[config.mk]
export PLATFORM = sky130hd
export DESIGN_NAME = calc_top
export DESIGN_NICKNAME = d
export VERILOG_FILES = /design/src/logic/calc_pkg.sv /design/src/logic/calc_fsm.sv /design/src/logic/calc_keys.sv /design/src/logic/calc_result.sv /design/src/logic/calc_top.sv /design/src/logic/operand_entry.sv
export VERILOG_INCLUDE_DIRS = /design/src /design/src/include
export SDC_FILE = /design/constraint.sdc
export NUM_CORES = 1
export LEC_CHECK = 0
export ABC_AREA = 1
export BUFFER_PORTS_ARGS = -buffer_cell sky130_fd_sc_hd__buf_2
export CORE_MARGIN = 2
export CORE_UTILIZATION = 55
export DETAILED_ROUTE_END_ITERATION = 7
export GPL_TIMING_DRIVEN = 0
export PLACE_DENSITY = 0.73
export SLEW_MARGIN = 25
export SYNTH_ARGS = -nofsm -noshare
export SYNTH_HDL_FRONTEND = slang
export SYNTH_SLANG_ARGS = --single-unit
export TNS_END_PERCENT = 10
[constraint.sdc]
create_clock -name clk -period 3.72 [get_ports clk]
set_input_delay 0.186 -clock clk [delete_from_list [all_inputs] [get_ports clk]]
set_output_delay 0.186 -clock clk [all_outputs]
set_load 0.05 [all_outputs]
[src/include/calc_defs.svh]
`ifndef CALC_DEFS_SVH
`define CALC_DEFS_SVH

//////////////////////////////
// calculator widths
//////////////////////////////

// operand word, wraps at this width
`define CALC_OPERAND_W 16

// keypad scanner code width
`define CALC_DIGIT_W 4

//////////////////////////////
// button synchronizer
//////////////////////////////

// flops per button, must be 2 or more
`define CALC_SYNC_STAGES 2

`endif

[src/logic/calc_pkg.sv]
package calc_pkg;

	`include "calc_defs.svh"

	//////////////////////////////
	// plain vectors
	//////////////////////////////

	typedef logic [`CALC_OPERAND_W-1:0] operand_t; // unsigned operand word
	typedef logic [`CALC_DIGIT_W-1:0] digit_t; // raw keypad code
	typedef logic signed [`CALC_OPERAND_W:0] result_t; // one extra bit for the sign

	// operation sequencing states
	typedef enum logic [2:0]
	{
		ST_LEFT = 3'd0, // keying left operand
		ST_RIGHT_ADD = 3'd1, // keying right operand for add
		ST_RIGHT_MINUS = 3'd2, // keying right operand for minus
		ST_EQUAL_ADD = 3'd3, // sum frozen
		ST_EQUAL_MINUS = 3'd4 // difference frozen
	} calc_state_e;

	//////////////////////////////
	// grouped signals
	//////////////////////////////

	// one-cycle event pulses out of the key block
	typedef struct packed
	{
		logic digit_valid; // accepted digit code 0..9
		digit_t digit;
		logic add;
		logic minus;
		logic equal;
	} key_evt_t;

	// enables decoded from the state register
	typedef struct packed
	{
		logic left_en;
		logic right_en;
		logic ans_en;
		logic subtract; // set for left minus right
	} entry_ctrl_t;

	// what the display driver gets
	typedef struct packed
	{
		result_t value;
		logic is_answer;
	} display_t;

endpackage

[src/logic/calc_fsm.sv]
module calc_fsm
(
	input logic clk,
	input logic rst_n,
	input calc_pkg::key_evt_t evt,
	output calc_pkg::entry_ctrl_t ctrl,
	output calc_pkg::calc_state_e state // exported for observation
);

	calc_pkg::calc_state_e next_state;

	//////////////////////////////
	// state register
	//////////////////////////////

	always_ff @(posedge clk or negedge rst_n)
	begin
		if (!rst_n)
			state <= calc_pkg::ST_LEFT;
		else
			state <= next_state;
	end

	//////////////////////////////
	// next state
	//////////////////////////////

	// pulses instead of button levels, priority add > minus > equal
	always_comb
	begin
		next_state = state; // hold unless an event moves us
		case (state)
			calc_pkg::ST_LEFT:
			begin
				if (evt.add)
					next_state = calc_pkg::ST_RIGHT_ADD;
				else if (evt.minus)
					next_state = calc_pkg::ST_RIGHT_MINUS;
				// equal here does nothing
			end
			calc_pkg::ST_RIGHT_ADD:
			begin
				if (evt.minus)
					next_state = calc_pkg::ST_RIGHT_MINUS; // switch op
				else if (evt.equal)
					next_state = calc_pkg::ST_EQUAL_ADD;
			end
			calc_pkg::ST_RIGHT_MINUS:
			begin
				if (evt.add)
					next_state = calc_pkg::ST_RIGHT_ADD; // switch op
				else if (evt.equal)
					next_state = calc_pkg::ST_EQUAL_MINUS;
			end
			calc_pkg::ST_EQUAL_ADD,
			calc_pkg::ST_EQUAL_MINUS:
				next_state = state; // frozen until rst_n
			default:
				next_state = calc_pkg::ST_LEFT; // illegal codes recover
		endcase
	end

	//////////////////////////////
	// enables, state only
	//////////////////////////////

	always_comb
	begin
		ctrl = '0;
		case (state)
			calc_pkg::ST_LEFT: ctrl.left_en = 1'b1;
			calc_pkg::ST_RIGHT_ADD: ctrl.right_en = 1'b1;
			calc_pkg::ST_RIGHT_MINUS:
			begin
				ctrl.right_en = 1'b1;
				ctrl.subtract = 1'b1;
			end
			calc_pkg::ST_EQUAL_ADD: ctrl.ans_en = 1'b1;
			calc_pkg::ST_EQUAL_MINUS:
			begin
				ctrl.ans_en = 1'b1;
				ctrl.subtract = 1'b1;
			end
			default: ctrl.left_en = 1'b1; // same as ST_LEFT
		endcase
	end

endmodule

[src/logic/calc_keys.sv]
`include "calc_defs.svh"

module calc_keys
(
	input logic clk,
	input logic rst_n,
	input logic add, // active low, async
	input logic minus, // active low, async
	input logic equal, // active low, async
	input logic digit_valid, // sync strobe from keypad scanner
	input calc_pkg::digit_t digit,
	output calc_pkg::key_evt_t evt
);

	localparam int NUM_BTN = 3;
	localparam int SYNC_TOP = `CALC_SYNC_STAGES - 1;

	logic [NUM_BTN-1:0] btn_raw; // {add, minus, equal}
	logic [NUM_BTN-1:0][SYNC_TOP:0] btn_sync; // per button shift chain
	logic [NUM_BTN-1:0] btn_last; // synced level one cycle back
	logic [NUM_BTN-1:0] btn_fall; // high to low seen this cycle

	assign btn_raw = {add, minus, equal};

	//////////////////////////////
	// button synchronizers
	//////////////////////////////

	always_ff @(posedge clk or negedge rst_n)
	begin
		if (!rst_n)
		begin
			btn_sync <= '1; // released is high
			btn_last <= '1;
		end
		else
		begin
			for (int i = 0; i < NUM_BTN; i++)
			begin
				btn_sync[i] <= {btn_sync[i][SYNC_TOP-1:0], btn_raw[i]};
				btn_last[i] <= btn_sync[i][SYNC_TOP];
			end
		end
	end

	// press = last synced level high, current low
	always_comb
	begin
		for (int i = 0; i < NUM_BTN; i++)
			btn_fall[i] = btn_last[i] & ~btn_sync[i][SYNC_TOP];
	end

	//////////////////////////////
	// event register
	//////////////////////////////

	always_ff @(posedge clk or negedge rst_n)
	begin
		if (!rst_n)
			evt <= '0; // no pulses out of reset
		else
		begin
			evt.add <= btn_fall[2];
			evt.minus <= btn_fall[1];
			evt.equal <= btn_fall[0];
			evt.digit_valid <= digit_valid && (digit <= calc_pkg::digit_t'(9)); // drop a..f
			evt.digit <= digit;
		end
	end

endmodule

[src/logic/calc_result.sv]
module calc_result
(
	input logic clk,
	input logic rst_n,
	input calc_pkg::entry_ctrl_t ctrl,
	input calc_pkg::operand_t left,
	input calc_pkg::operand_t right,
	output calc_pkg::display_t disp
);

	calc_pkg::result_t left_ext; // zero extended so the sign bit is clear
	calc_pkg::result_t right_ext;
	calc_pkg::result_t alu_out; // left +/- right
	calc_pkg::result_t answer; // frozen result
	logic ans_en_q; // ans_en one cycle back
	logic ans_load;

	//////////////////////////////
	// add / subtract
	//////////////////////////////

	assign left_ext = calc_pkg::result_t'({1'b0, left});
	assign right_ext = calc_pkg::result_t'({1'b0, right});

	// differences always fit in 17 bits
	// sums past 65535 land in the sign bit
	assign alu_out = ctrl.subtract ? (left_ext - right_ext) : (left_ext + right_ext);

	assign ans_load = ctrl.ans_en & ~ans_en_q; // rising edge only

	always_ff @(posedge clk or negedge rst_n)
	begin
		if (!rst_n)
		begin
			ans_en_q <= 1'b0;
			answer <= '0;
		end
		else
		begin
			ans_en_q <= ctrl.ans_en;
			if (ans_load)
				answer <= alu_out; // loaded once per calculation
		end
	end

	//////////////////////////////
	// display mux
	//////////////////////////////

	// right operand stays up for the one cycle before the answer lands
	always_comb
	begin
		if (ans_en_q)
			disp = '{value: answer, is_answer: 1'b1};
		else if (ctrl.right_en || ctrl.ans_en)
			disp = '{value: right_ext, is_answer: 1'b0};
		else
			disp = '{value: left_ext, is_answer: 1'b0};
	end

endmodule

[src/logic/calc_top.sv]
module calc_top
(
	input logic clk,
	input logic rst_n,
	input logic add, // buttons active low
	input logic minus,
	input logic equal,
	input logic digit_valid, // keypad strobe
	input calc_pkg::digit_t digit,
	output calc_pkg::display_t disp,
	output calc_pkg::calc_state_e state
);

	calc_pkg::key_evt_t evt; // pulses from the key block
	calc_pkg::entry_ctrl_t ctrl; // enables from the fsm
	calc_pkg::operand_t left_value;
	calc_pkg::operand_t right_value;

	//////////////////////////////
	// input side
	//////////////////////////////

	calc_keys keys_inst
	(
		.clk (clk),
		.rst_n (rst_n),
		.add (add),
		.minus (minus),
		.equal (equal),
		.digit_valid (digit_valid),
		.digit (digit),
		.evt (evt)
	);

	calc_fsm fsm_inst
	(
		.clk (clk),
		.rst_n (rst_n),
		.evt (evt),
		.ctrl (ctrl),
		.state (state)
	);

	//////////////////////////////
	// operands, side by side
	//////////////////////////////

	operand_entry left_entry_inst
	(
		.clk (clk),
		.rst_n (rst_n),
		.enable (ctrl.left_en),
		.digit_valid (evt.digit_valid),
		.digit (evt.digit),
		.value (left_value)
	);

	operand_entry right_entry_inst
	(
		.clk (clk),
		.rst_n (rst_n),
		.enable (ctrl.right_en),
		.digit_valid (evt.digit_valid),
		.digit (evt.digit),
		.value (right_value)
	);

	// answer and display select
	calc_result result_inst
	(
		.clk (clk),
		.rst_n (rst_n),
		.ctrl (ctrl),
		.left (left_value),
		.right (right_value),
		.disp (disp)
	);

endmodule

[src/logic/operand_entry.sv]
module operand_entry
(
	input logic clk,
	input logic rst_n,
	input logic enable, // this operand is being keyed
	input logic digit_valid, // one-cycle pulse, code already filtered
	input calc_pkg::digit_t digit,
	output calc_pkg::operand_t value
);

	calc_pkg::operand_t times_ten; // value * 10, wrapped
	calc_pkg::operand_t next_value;

	//////////////////////////////
	// decimal shift
	//////////////////////////////

	// x*10 = x*8 + x*2, carries past the top bit are dropped
	always_comb
	begin
		times_ten = (value << 3) + (value << 1);
		next_value = times_ten + calc_pkg::operand_t'(digit); // zero extend digit
	end

	//////////////////////////////
	// operand register
	//////////////////////////////

	always_ff @(posedge clk or negedge rst_n)
	begin
		if (!rst_n)
			value <= '0;
		else if (enable && digit_valid)
			value <= next_value;
		// otherwise hold, also while the other operand is keyed
	end

endmodule
# ---- Word level (Yosys, flattened, before mapping)
# Cells that the tools add are included.
dict set report op_classes {
  n_reduce_logical 10
  n_addsub 6
  n_mux 14
  n_eq_ne 7
  magnitude_cmp 1
  n_bitwise 9
}
# op count
set ops {}
lappend ops {{17-bit two-way mux} 2}
lappend ops {{16-bit adder} 2}
lappend ops {{16-bit by 4-bit adder with 16-bit output} 2}
lappend ops {{18-bit two-way mux} 1}
lappend ops {{3-bit two-way mux} 6}
lappend ops {{16-bit by 16-bit adder with 17-bit output} 1}
lappend ops {{16-bit by 16-bit subtractor with 17-bit output} 1}
lappend ops {{3-bit case mux with 4 select lines} 1}
lappend ops {{3-bit != test (second input constant)} 3}
lappend ops {{3-bit by 2-bit equality test with 1-bit output (second input constant)} 2}
lappend ops {{2-bit OR reduction} 3}
lappend ops {{1-bit inverter} 5}
lappend ops {{1-bit bitwise AND} 4}
lappend ops {{4-bit less-or-equal comparator (second input constant)} 1}
lappend ops {{1-bit two-way mux} 4}
lappend ops {{4-bit AND reduction} 1}
lappend ops {{4-bit OR reduction} 1}
lappend ops {{3-bit by 1-bit equality test with 1-bit output (second input constant)} 1}
lappend ops {{3-bit equality test (second input constant)} 1}
lappend ops {{1-bit logical AND} 3}
lappend ops {{3-bit zero test} 1}
lappend ops {{1-bit logical OR} 1}
dict set report word_totals {
  in_bits 10
  output_inout_bits 21
  word_cells 61
  reg_bits 70
}

# ---- Depth between registers and ports, before layout
# Gate-level depths: netlist of the first run.
dict set report logic_depth {
  depth_word 6
  mapped_depth 19
  depth_no_buf 18
}

# ---- By module
# From an unflattened synthesis of the first run, not the netlist that was laid out.
dict set report hier_totals {
  hier_cells 963
  hier_area_um2 6309.8
}
# module cells_per_inst n_inst area_each_um2 seq_area_each_um2
set by_module_without_submodules {}
lappend by_module_without_submodules {operand_entry 237 2 1591.5 400.4}
lappend by_module_without_submodules {calc_result 419 1 2391.0 450.4}
lappend by_module_without_submodules {calc_keys 28 1 478.0 436.7}
lappend by_module_without_submodules {calc_fsm 42 1 257.7 75.1}

# ---- Worst setup path after synthesis of the first run
# Ideal clock, no wire load.
dict set report synth_timing {
  kind {register to register}
  from {register fsm_inst.state[2]}
  to {register result_inst.answer[13]}
  period_less_slack_ns 2.616
  arrival_time_ns 2.498
  setup_ns 0.117
  setup_slack_ns 1.104
  path_stages_with_launch 17
  path_cell_list {dfrtp_1 -> inv_1 -> nand3_1 -> nand2_1 -> inv_1 -> o21ai_0 -> o21ai_0 -> xor2_1 -> ha_1 -> nand2_1 -> inv_1 -> nand2_1 -> nand2_1 -> a21oi_1 -> nand3_1 -> nand3_1 -> nand2_1}
}
dict set report synth_via {
  elab_chain_cells 4
  elab_cells_between_ends 9
  cone_classes {eq/ne: 3; mux: 3; bitwise: 1; reduce/logical: 2}
}
# element line_no
set synth_lines {}
lappend synth_lines {{start: declaration} calc_fsm.sv:7} ;# output calc_pkg::calc_state_e state
lappend synth_lines {{start signal: assignment} calc_fsm.sv:19} ;# state <= calc_pkg::ST_LEFT;
lappend synth_lines {{start signal: assignment} calc_fsm.sv:21} ;# state <= next_state;
lappend synth_lines {{3-bit equality test or 3-bit by 2-bit equality test with 1-bit output (tied branches)} calc_fsm.sv:70} ;# case (state)
lappend synth_lines {{2-bit OR reduction (no source line)} --}
lappend synth_lines {{1-bit two-way mux} calc_fsm.sv:70}
lappend synth_lines {{17-bit two-way mux or 1-bit bitwise AND (tied branches)} {calc_result.sv:27, calc_result.sv:29}}
lappend synth_lines {{end signal: assignment} calc_result.sv:42} ;# answer <= alu_out;
lappend synth_lines {{end: declaration} calc_result.sv:14} ;# calc_pkg::result_t answer;
# Parallel ways exist; a longest one is shown, timed or not.
# A chain may end at the register's enable or synchronous reset.

# ---- Worst setup path in the final report of the first run
dict set report layout_timing {
  from {register right_entry_inst.value[0]}
  to {register result_inst.answer[13]}
}
dict set report layout_via {
  elab_chain_cells 2
  elab_cells_between_ends 3
  cone_classes {add/sub: 2; mux: 1}
}
# element line_no
set layout_lines {}
lappend layout_lines {{start: declaration} operand_entry.sv:8} ;# output calc_pkg::operand_t value
lappend layout_lines {{start signal: assignment} operand_entry.sv:34} ;# value <= next_value;
lappend layout_lines {{16-bit by 16-bit adder with 17-bit output or 16-bit by 16-bit subtractor with 17-bit output (tied branches)} calc_result.sv:27} ;# assign alu_out = ctrl.subtract ? (left_ext - right_ext) : (left_ext + right_ext);
lappend layout_lines {{17-bit two-way mux *} calc_result.sv:27}
# Every way passes the cells marked *; elsewhere a longest branch is shown, timed or not.

==> metrics.csv, run 1 <==
metric;value;unit
pin_count;31;
fin_crit;2870;ps
clock_latency;370;ps
holdPathEnd;keys_inst.evt[7];
cts_sinks;70;
dr.pass1.iters;5;
setup_tns;0;ps
worstSetupPathType;flop to flop;
startpoint;right_entry_inst.value[0];
synth_fp_nets;987;
fmax;349;MHz
grt_pass1_wl;25200;µm
skew;7.50;ps
final_cell_mix;303 x nand2_1, 137 x inv_1, 71 x nor2_1, 69 x ha_1, 62 x nand3_1;
port_buffers;30;
min-delay-start;digit_valid;
die_x;109;µm
hp-class;primary input to flop;
setup_slack;852;ps
design.die.area;0.0120;mm²
drt_iter0_drc;328;
r2r_slack;850;ps
area_growth;10.2;%
final_net_count;1037;
h-tree-depth;3;
fin_crit_sh;77.1;%
yosysTopAreaCell;dfrtp_1;
antenna_found_initial;0;
syn_area_per_cell;6.77;µm²
final_core_util;62.2;%
grt_pass1_vias;5343;
rsz0062_at_grt;false;
syn_inst;903;
vias;5644;
finalHoldViolations;0;
cts_setup_buffers;0;
place.gp.congestion;0.937;
r2r_end;result_inst.answer[13];
slew_headroom;55.5;%
end_kind;flop;
grt_overflow_total;0;
slew_violations;0;
num_rows;38;
via_per_inst;5.14;
synth.area.top_cells;dfrtp_1 25%, nand2_1 19%, ha_1 14%;
drt-total-wl;14600;µm
yosys_warnings;0;
cts_tree;yes;
layout-drive-gt1-share;9.08;%
synth-edff-count;0;
num_antenna_cells;0;
layout_commonest_cell;nand2_1;
clk_path_buf_depth;2;
ys_ff_latch;70;
cts_buffers;9;
place_ws;894;ps
rr_worst_depth;14;
track_usage;27.2;%
die_y;109;µm
hpwlAfterDp;11600;µm
status;completed;
wl_per_cell;13.3;µm
grt_max_degree;39;
cap_viol_max_count;0;
drc;0;
timing.rr.start;right_entry_inst.value[0];
path_max_fanout;6;
synth-main-ff-cell;dfrtp_1;
antenna_left;0;
start_util;56.4;%
postSynth.asyncResetShare;100;%
core;0.0108;mm²
nFillCells;1063;
critPathLaunchType;flop;
finalSetupViolations;0;
syn_area;0.00612;mm²
yosysSeqAreaShare;28.8;%
cp.required;3980;ps
cts-root-buf;clkbuf_8;
synth.distinct_cells;35;
tightest_slew;667;ps
clk_pin_slew;90;ps
synth.top_cell.area_share;25.0;%
timing.critical_path.arrival;3130;ps
whs_path_depth;2;
==> what timing repair did <==
action                    4_1_cts  5_1_grt
hold endpoints to repair       30        0
hold buffers                    8        0
gates resized for setup         0        0
==> cells by family (layout without fill, tap and decap cells) <==
family / Yosys count / count (layout) / share of synthesized area (%)
buffers and inverters: 158 / 213 / 10.4
AO/OA/AOI/OAI: 102 / 102 / 9.08
flip-flops: 70 / 70 / 28.8
AND/OR/NAND/NOR: 473 / 473 / 32.2
XOR/XNOR: 26 / 26 / 3.72
adder cells (fa/ha/maj): 74 / 74 / 15.7
==> layer usage <==
layer | wire length [µm] | GRT usage [%]
met5 | 0 | 0
met4 | 281 | 9.31
met3 | 647 | 3.85
met2 | 6750 | 44.1
met1 | 6970 | 37.4
==> cell usage after synthesis, types with 2 or more instances <==
cell	count
and2_1	3
ha_1	69
inv_2	4
buf_4	6
o21ai_2	3
a22oi_1	5
o21ai_1	4
nand4_1	8
xor2_1	17
fa_1	5
dfstp_2	9
buf_6	2
o21bai_1	3
nand2_1	303
inv_1	137
or2_2	6
nand3_1	62
dfrtp_1	61
xnor2_1	9
a31oi_1	7
o21ai_0	25
nand3b_1	6
a21oi_1	53
nor2_1	71
buf_2	4
nor3_1	9
clkbuf_1	4
==> final cells by class <==
class,count,area (µm²),area share (%)
buffer,16,103,1.52
clock buffer,9,124,1.84
clock inverter,7,71.3,1.06
inverter,142,536,7.95
multi-input combinational,675,3720,55.1
sequential,70,1760,26.2
tap,140,175,2.60
timing repair buffer,39,253,3.75
==> critical path, cell delays in order, from the launching register on <==
cell and delay [ps]:
dfrtp_1 470, nor3_1 270, nand2_1 140, o21ai_0 360, o21ai_0 180, xor2_1 240, ha_1 330, nand2_1 180
inv_1 60, nand2_1 60, nand2_1 40, a21oi_1 200, nand3_1 100, nand3_1 90, nand2_1 50
==> sequential cells by signal, indices dropped and copies added, names as in the netlist <==
signal / cells
fsm_inst.state: 3
keys_inst.btn_last: 3
keys_inst.btn_sync: 6
keys_inst.evt: 8
left_entry_inst.value: 16
result_inst.ans_en_q: 1
result_inst.answer: 17
right_entry_inst.value: 16
==> stage by stage <==
step	cells	instance area, µm²	hold WS [ps]
after CTS	1098	6740	23.7
after detailed placement	1074	6460	170
after global placement	1073	6440	290
final	1098	6740	42.3
after floorplan	903	6120	-110
after global routing	1098	6740	37.1
==> worst max-delay path by stage <==
stage | end | slack (ps)
finish | result_inst.answer[13] | 850
floorplan | result_inst.answer[13] | 1100
global placement | result_inst.answer[13] | 910
CTS | result_inst.answer[13] | 870
global route | result_inst.answer[15] | 490
detailed placement | result_inst.answer[13] | 890
Power of run 1 is not shown: default switching activity piles up to over one toggle a cycle in this logic, so the estimate is an artifact.
==> run 2, diff against run 1 <==
--- a/config.mk
+++ b/config.mk
@@ -6,7 +6,7 @@
 export SDC_FILE = /design/constraint.sdc
 export NUM_CORES = 1
 export LEC_CHECK = 0
-export ABC_AREA = 1
+export ABC_AREA = 0
 export BUFFER_PORTS_ARGS = -buffer_cell sky130_fd_sc_hd__buf_2
 export CORE_MARGIN = 2
 export CORE_UTILIZATION = 55
==> constraint.sdc (replaced) <==
create_clock -name clk -period 2.9 [get_ports clk]
set_input_delay 0.145 -clock clk [delete_from_list [all_inputs] [get_ports clk]]
set_output_delay 0.145 -clock clk [all_outputs]
set_load 0.05 [all_outputs]
==> metrics.csv, run 2 <==
metric;value;unit;change
synth.area.top_cells;dfrtp_1 28%, ha_1 16%, o21ai_0 5.6%;;was dfrtp_1 25%, nand2_1 19%, ha_1 14%
track_usage;25.2;%;was 27.2%
rsz0062_at_grt;true;;was false
slew_violations;0;;unchanged
worstSetupPathType;flop to flop;;unchanged
grt_pass1_vias;4631;;was 5,343
synth_commonest_cells;82 x nand2_1, 69 x ha_1, 62 x o21ai_0;;was 303 x nand2_1, 137 x inv_1, 71 x nor2_1
grt_max_degree;46;;was 39
path_max_fanout;8;;was 6
layout_commonest_cell;nand2_1;;unchanged
syn_area_per_cell;9.08;µm²;was 6.77 µm²
die_y;104;µm;was 109 µm
cp.required;3120;ps;was 3980 ps
cts_sinks;70;;unchanged
postSynth.asyncResetShare;100;%;unchanged
final_cells;812;;was 1,098
drc;0;;unchanged
design.die.area;0.0109;mm²;was 0.0120 mm²
finalHoldViolations;0;;unchanged
setup_slack;-90.4;ps;was 852 ps
clk_pin_slew;80;ps;was 90 ps
synth-main-ff-cell;dfrtp_1;;unchanged
yosysTopAreaCell;dfrtp_1;;unchanged
h-tree-depth;3;;unchanged
synth_fp_nets;692;;was 987
dr.pass1.iters;5;;unchanged
antenna_left;0;;unchanged
ys_ff_latch;70;;unchanged
status;finished with violations;;was completed
yosysMostFrequentCell;nand2_1;;unchanged
critPathLaunchType;flop;;unchanged
startpoint;fsm_inst.state[2];;was right_entry_inst.value[0]
yosys_warnings;0;;unchanged
tightest_slew;567;ps;was 667 ps
end_kind;flop;;unchanged
layout-drive-gt1-share;20.0;%;was 9.08%
cts_tree;yes;;unchanged
hpwlAfterDp;9970;µm;was 11,600 µm
via_per_inst;5.85;;was 5.14
failed_checks;setup timing;;
num_antenna_cells;0;;unchanged
grt_overflow_total;0;;unchanged
synth.distinct_cells;63;;was 35
timing.rr.start;fsm_inst.state[2];;was right_entry_inst.value[0]
syn_inst;608;;was 903
fin_crit;2990;ps;was 2870 ps
grt_pass1_wl;22200;µm;was 25,200 µm
area_growth;17.4;%;was 10.2%
largest_register_ffs;17;;unchanged
cap_viol_max_count;0;;unchanged
dpl.cell_count;772;;was 1,074
yosysSeqAreaShare;31.9;%;was 28.8%
slew_headroom;62.2;%;was 55.5%
clk_path_buf_depth;2;;unchanged
syn_area;0.00552;mm²;was 0.00612 mm²
largest-register;result_inst.answer;;unchanged
timing.critical_path.arrival;3210;ps;was 3130 ps
synth-edff-count;0;;unchanged
final_net_count;758;;was 1,037
start_util;56.5;%;was 56.4%
core;0.00977;mm²;was 0.0108 mm²
drt-total-wl;13200;µm;was 14,600 µm
drt_iter0_drc;268;;was 328
finalSetupViolations;5;;was 0
cts_buffers;9;;unchanged
die_x;104;µm;was 109 µm
place.gp.congestion;0.935;;was 0.937
largestRegisters;result_inst.answer (17), left_entry_inst.value (16), right_entry_inst.value (16);;unchanged
clock_latency;340;ps;was 370 ps
vias;4749;;was 5,644
fmax;334;MHz;was 349 MHz
port_buffers;30;;unchanged
num_rows;36;;was 38
final_cell_mix;82 x nand2_1, 67 x ha_1, 58 x o21ai_0, 54 x dfrtp_1, 39 x buf_2;;was 303 x nand2_1, 137 x inv_1, 71 x nor2_1, 69 x ha_1, 62 x nand3_1
wl_per_cell;16.3;µm;was 13.3 µm
hp-class;primary input to asynchronous set/reset pin;;was primary input to flop
cts-root-buf;clkbuf_8;;unchanged
skew;14.8;ps;was 7.50 ps
pin_count;31;;unchanged
antenna_found_initial;0;;unchanged
synth.top_cell.area_share;27.6;%;was 25.0%
fin_crit_sh;103;%;was 77.1%
run 2: final timing paths:
| check | slack, ps | cells past startpoint | to |
|---|---|---|---|
| max | -90 | 12 | result_inst.answer[14] |
| min | 250 | 2 | result_inst.answer[14] |
| max reg2reg | -90 | 12 | result_inst.answer[14] |
| min reg2reg | 360 | 0 | keys_inst.btn_sync[3] |
| max in group asynchronous | 2050 | 3 | keys_inst.btn_sync[1] |
| min in group clk | 360 | 0 | keys_inst.btn_sync[3] |
run 2: metal layers:
metal	up-vias	track usage [%]	wire length (µm)
li1	2326	-	-
met1	2290	33.3	5930
met5	-	0	0
met2	111	42.9	6460
met4	0	6.66	277
met3	22	4.20	548
run 2: cells by family (layout without fill, tap and decap cells):
family	after synthesis	after routing	share of synthesized area, %
muxes	22	22	4.08
AOI/OAI and AO/OA	188	188	21.5
DFF	70	70	31.9
buffers and inverters	40	111	3.10
xor gates and xnor gates	48	48	7.95
and+or+nand+nor	166	166	14.0
adders and majority gates	74	74	17.4
run 2: critical path, stage by stage (launching register included):
cell and delay [ps]:
dfrtp_2 410, buf_4 170, nand2b_2 220, a21oi_4 220, nor2_1 80, xnor2_1 130, ha_1 330, nor2b_2 180
o31a_2 320, o22ai_1 360, o311ai_1 190, xnor2_1 170, o21ai_0 90
run 2: stage by stage:
stage	setup slack, ps	TNS (ps)	util (%)	area, µm²	hold slack [ps]
2_1_floorplan	-74.9	-201	-	5530	-151
3_3_place_gp	-578	-2390	59.9	5850	252
3_5_place_dp	-614	-2770	60.1	5870	77.0
4_1_cts	-57.1	-219	65.1	6370	245
5_1_grt	-182	-1310	66.3	6480	272
6_report	-90.4	-263	66.3	6480	253
run 2: area by class of cell:
| cell class | instances | area, µm² |
|---|---|---|
| Multi-Input combinational cell | 498 | 3770 |
| Tap cell | 133 | 166 |
| Timing Repair Buffer | 56 | 383 |
| Inverter | 20 | 75.1 |
| Clock buffer | 10 | 128 |
| Sequential cell | 70 | 1770 |
| Clock inverter | 6 | 87.6 |
| Buffer | 19 | 105 |
| Fill cell | 809 | 3290 |
run 2: repair_timing:
action	4_1_cts	5_1_grt
setup endpoints to repair	13	17
gates resized for setup	27	19
endpoints found under the hold margin	33	0
buffers inserted	12	4
hold buffers	9	0
pin swaps	16	17
Power of run 2 is left out for the same reason.
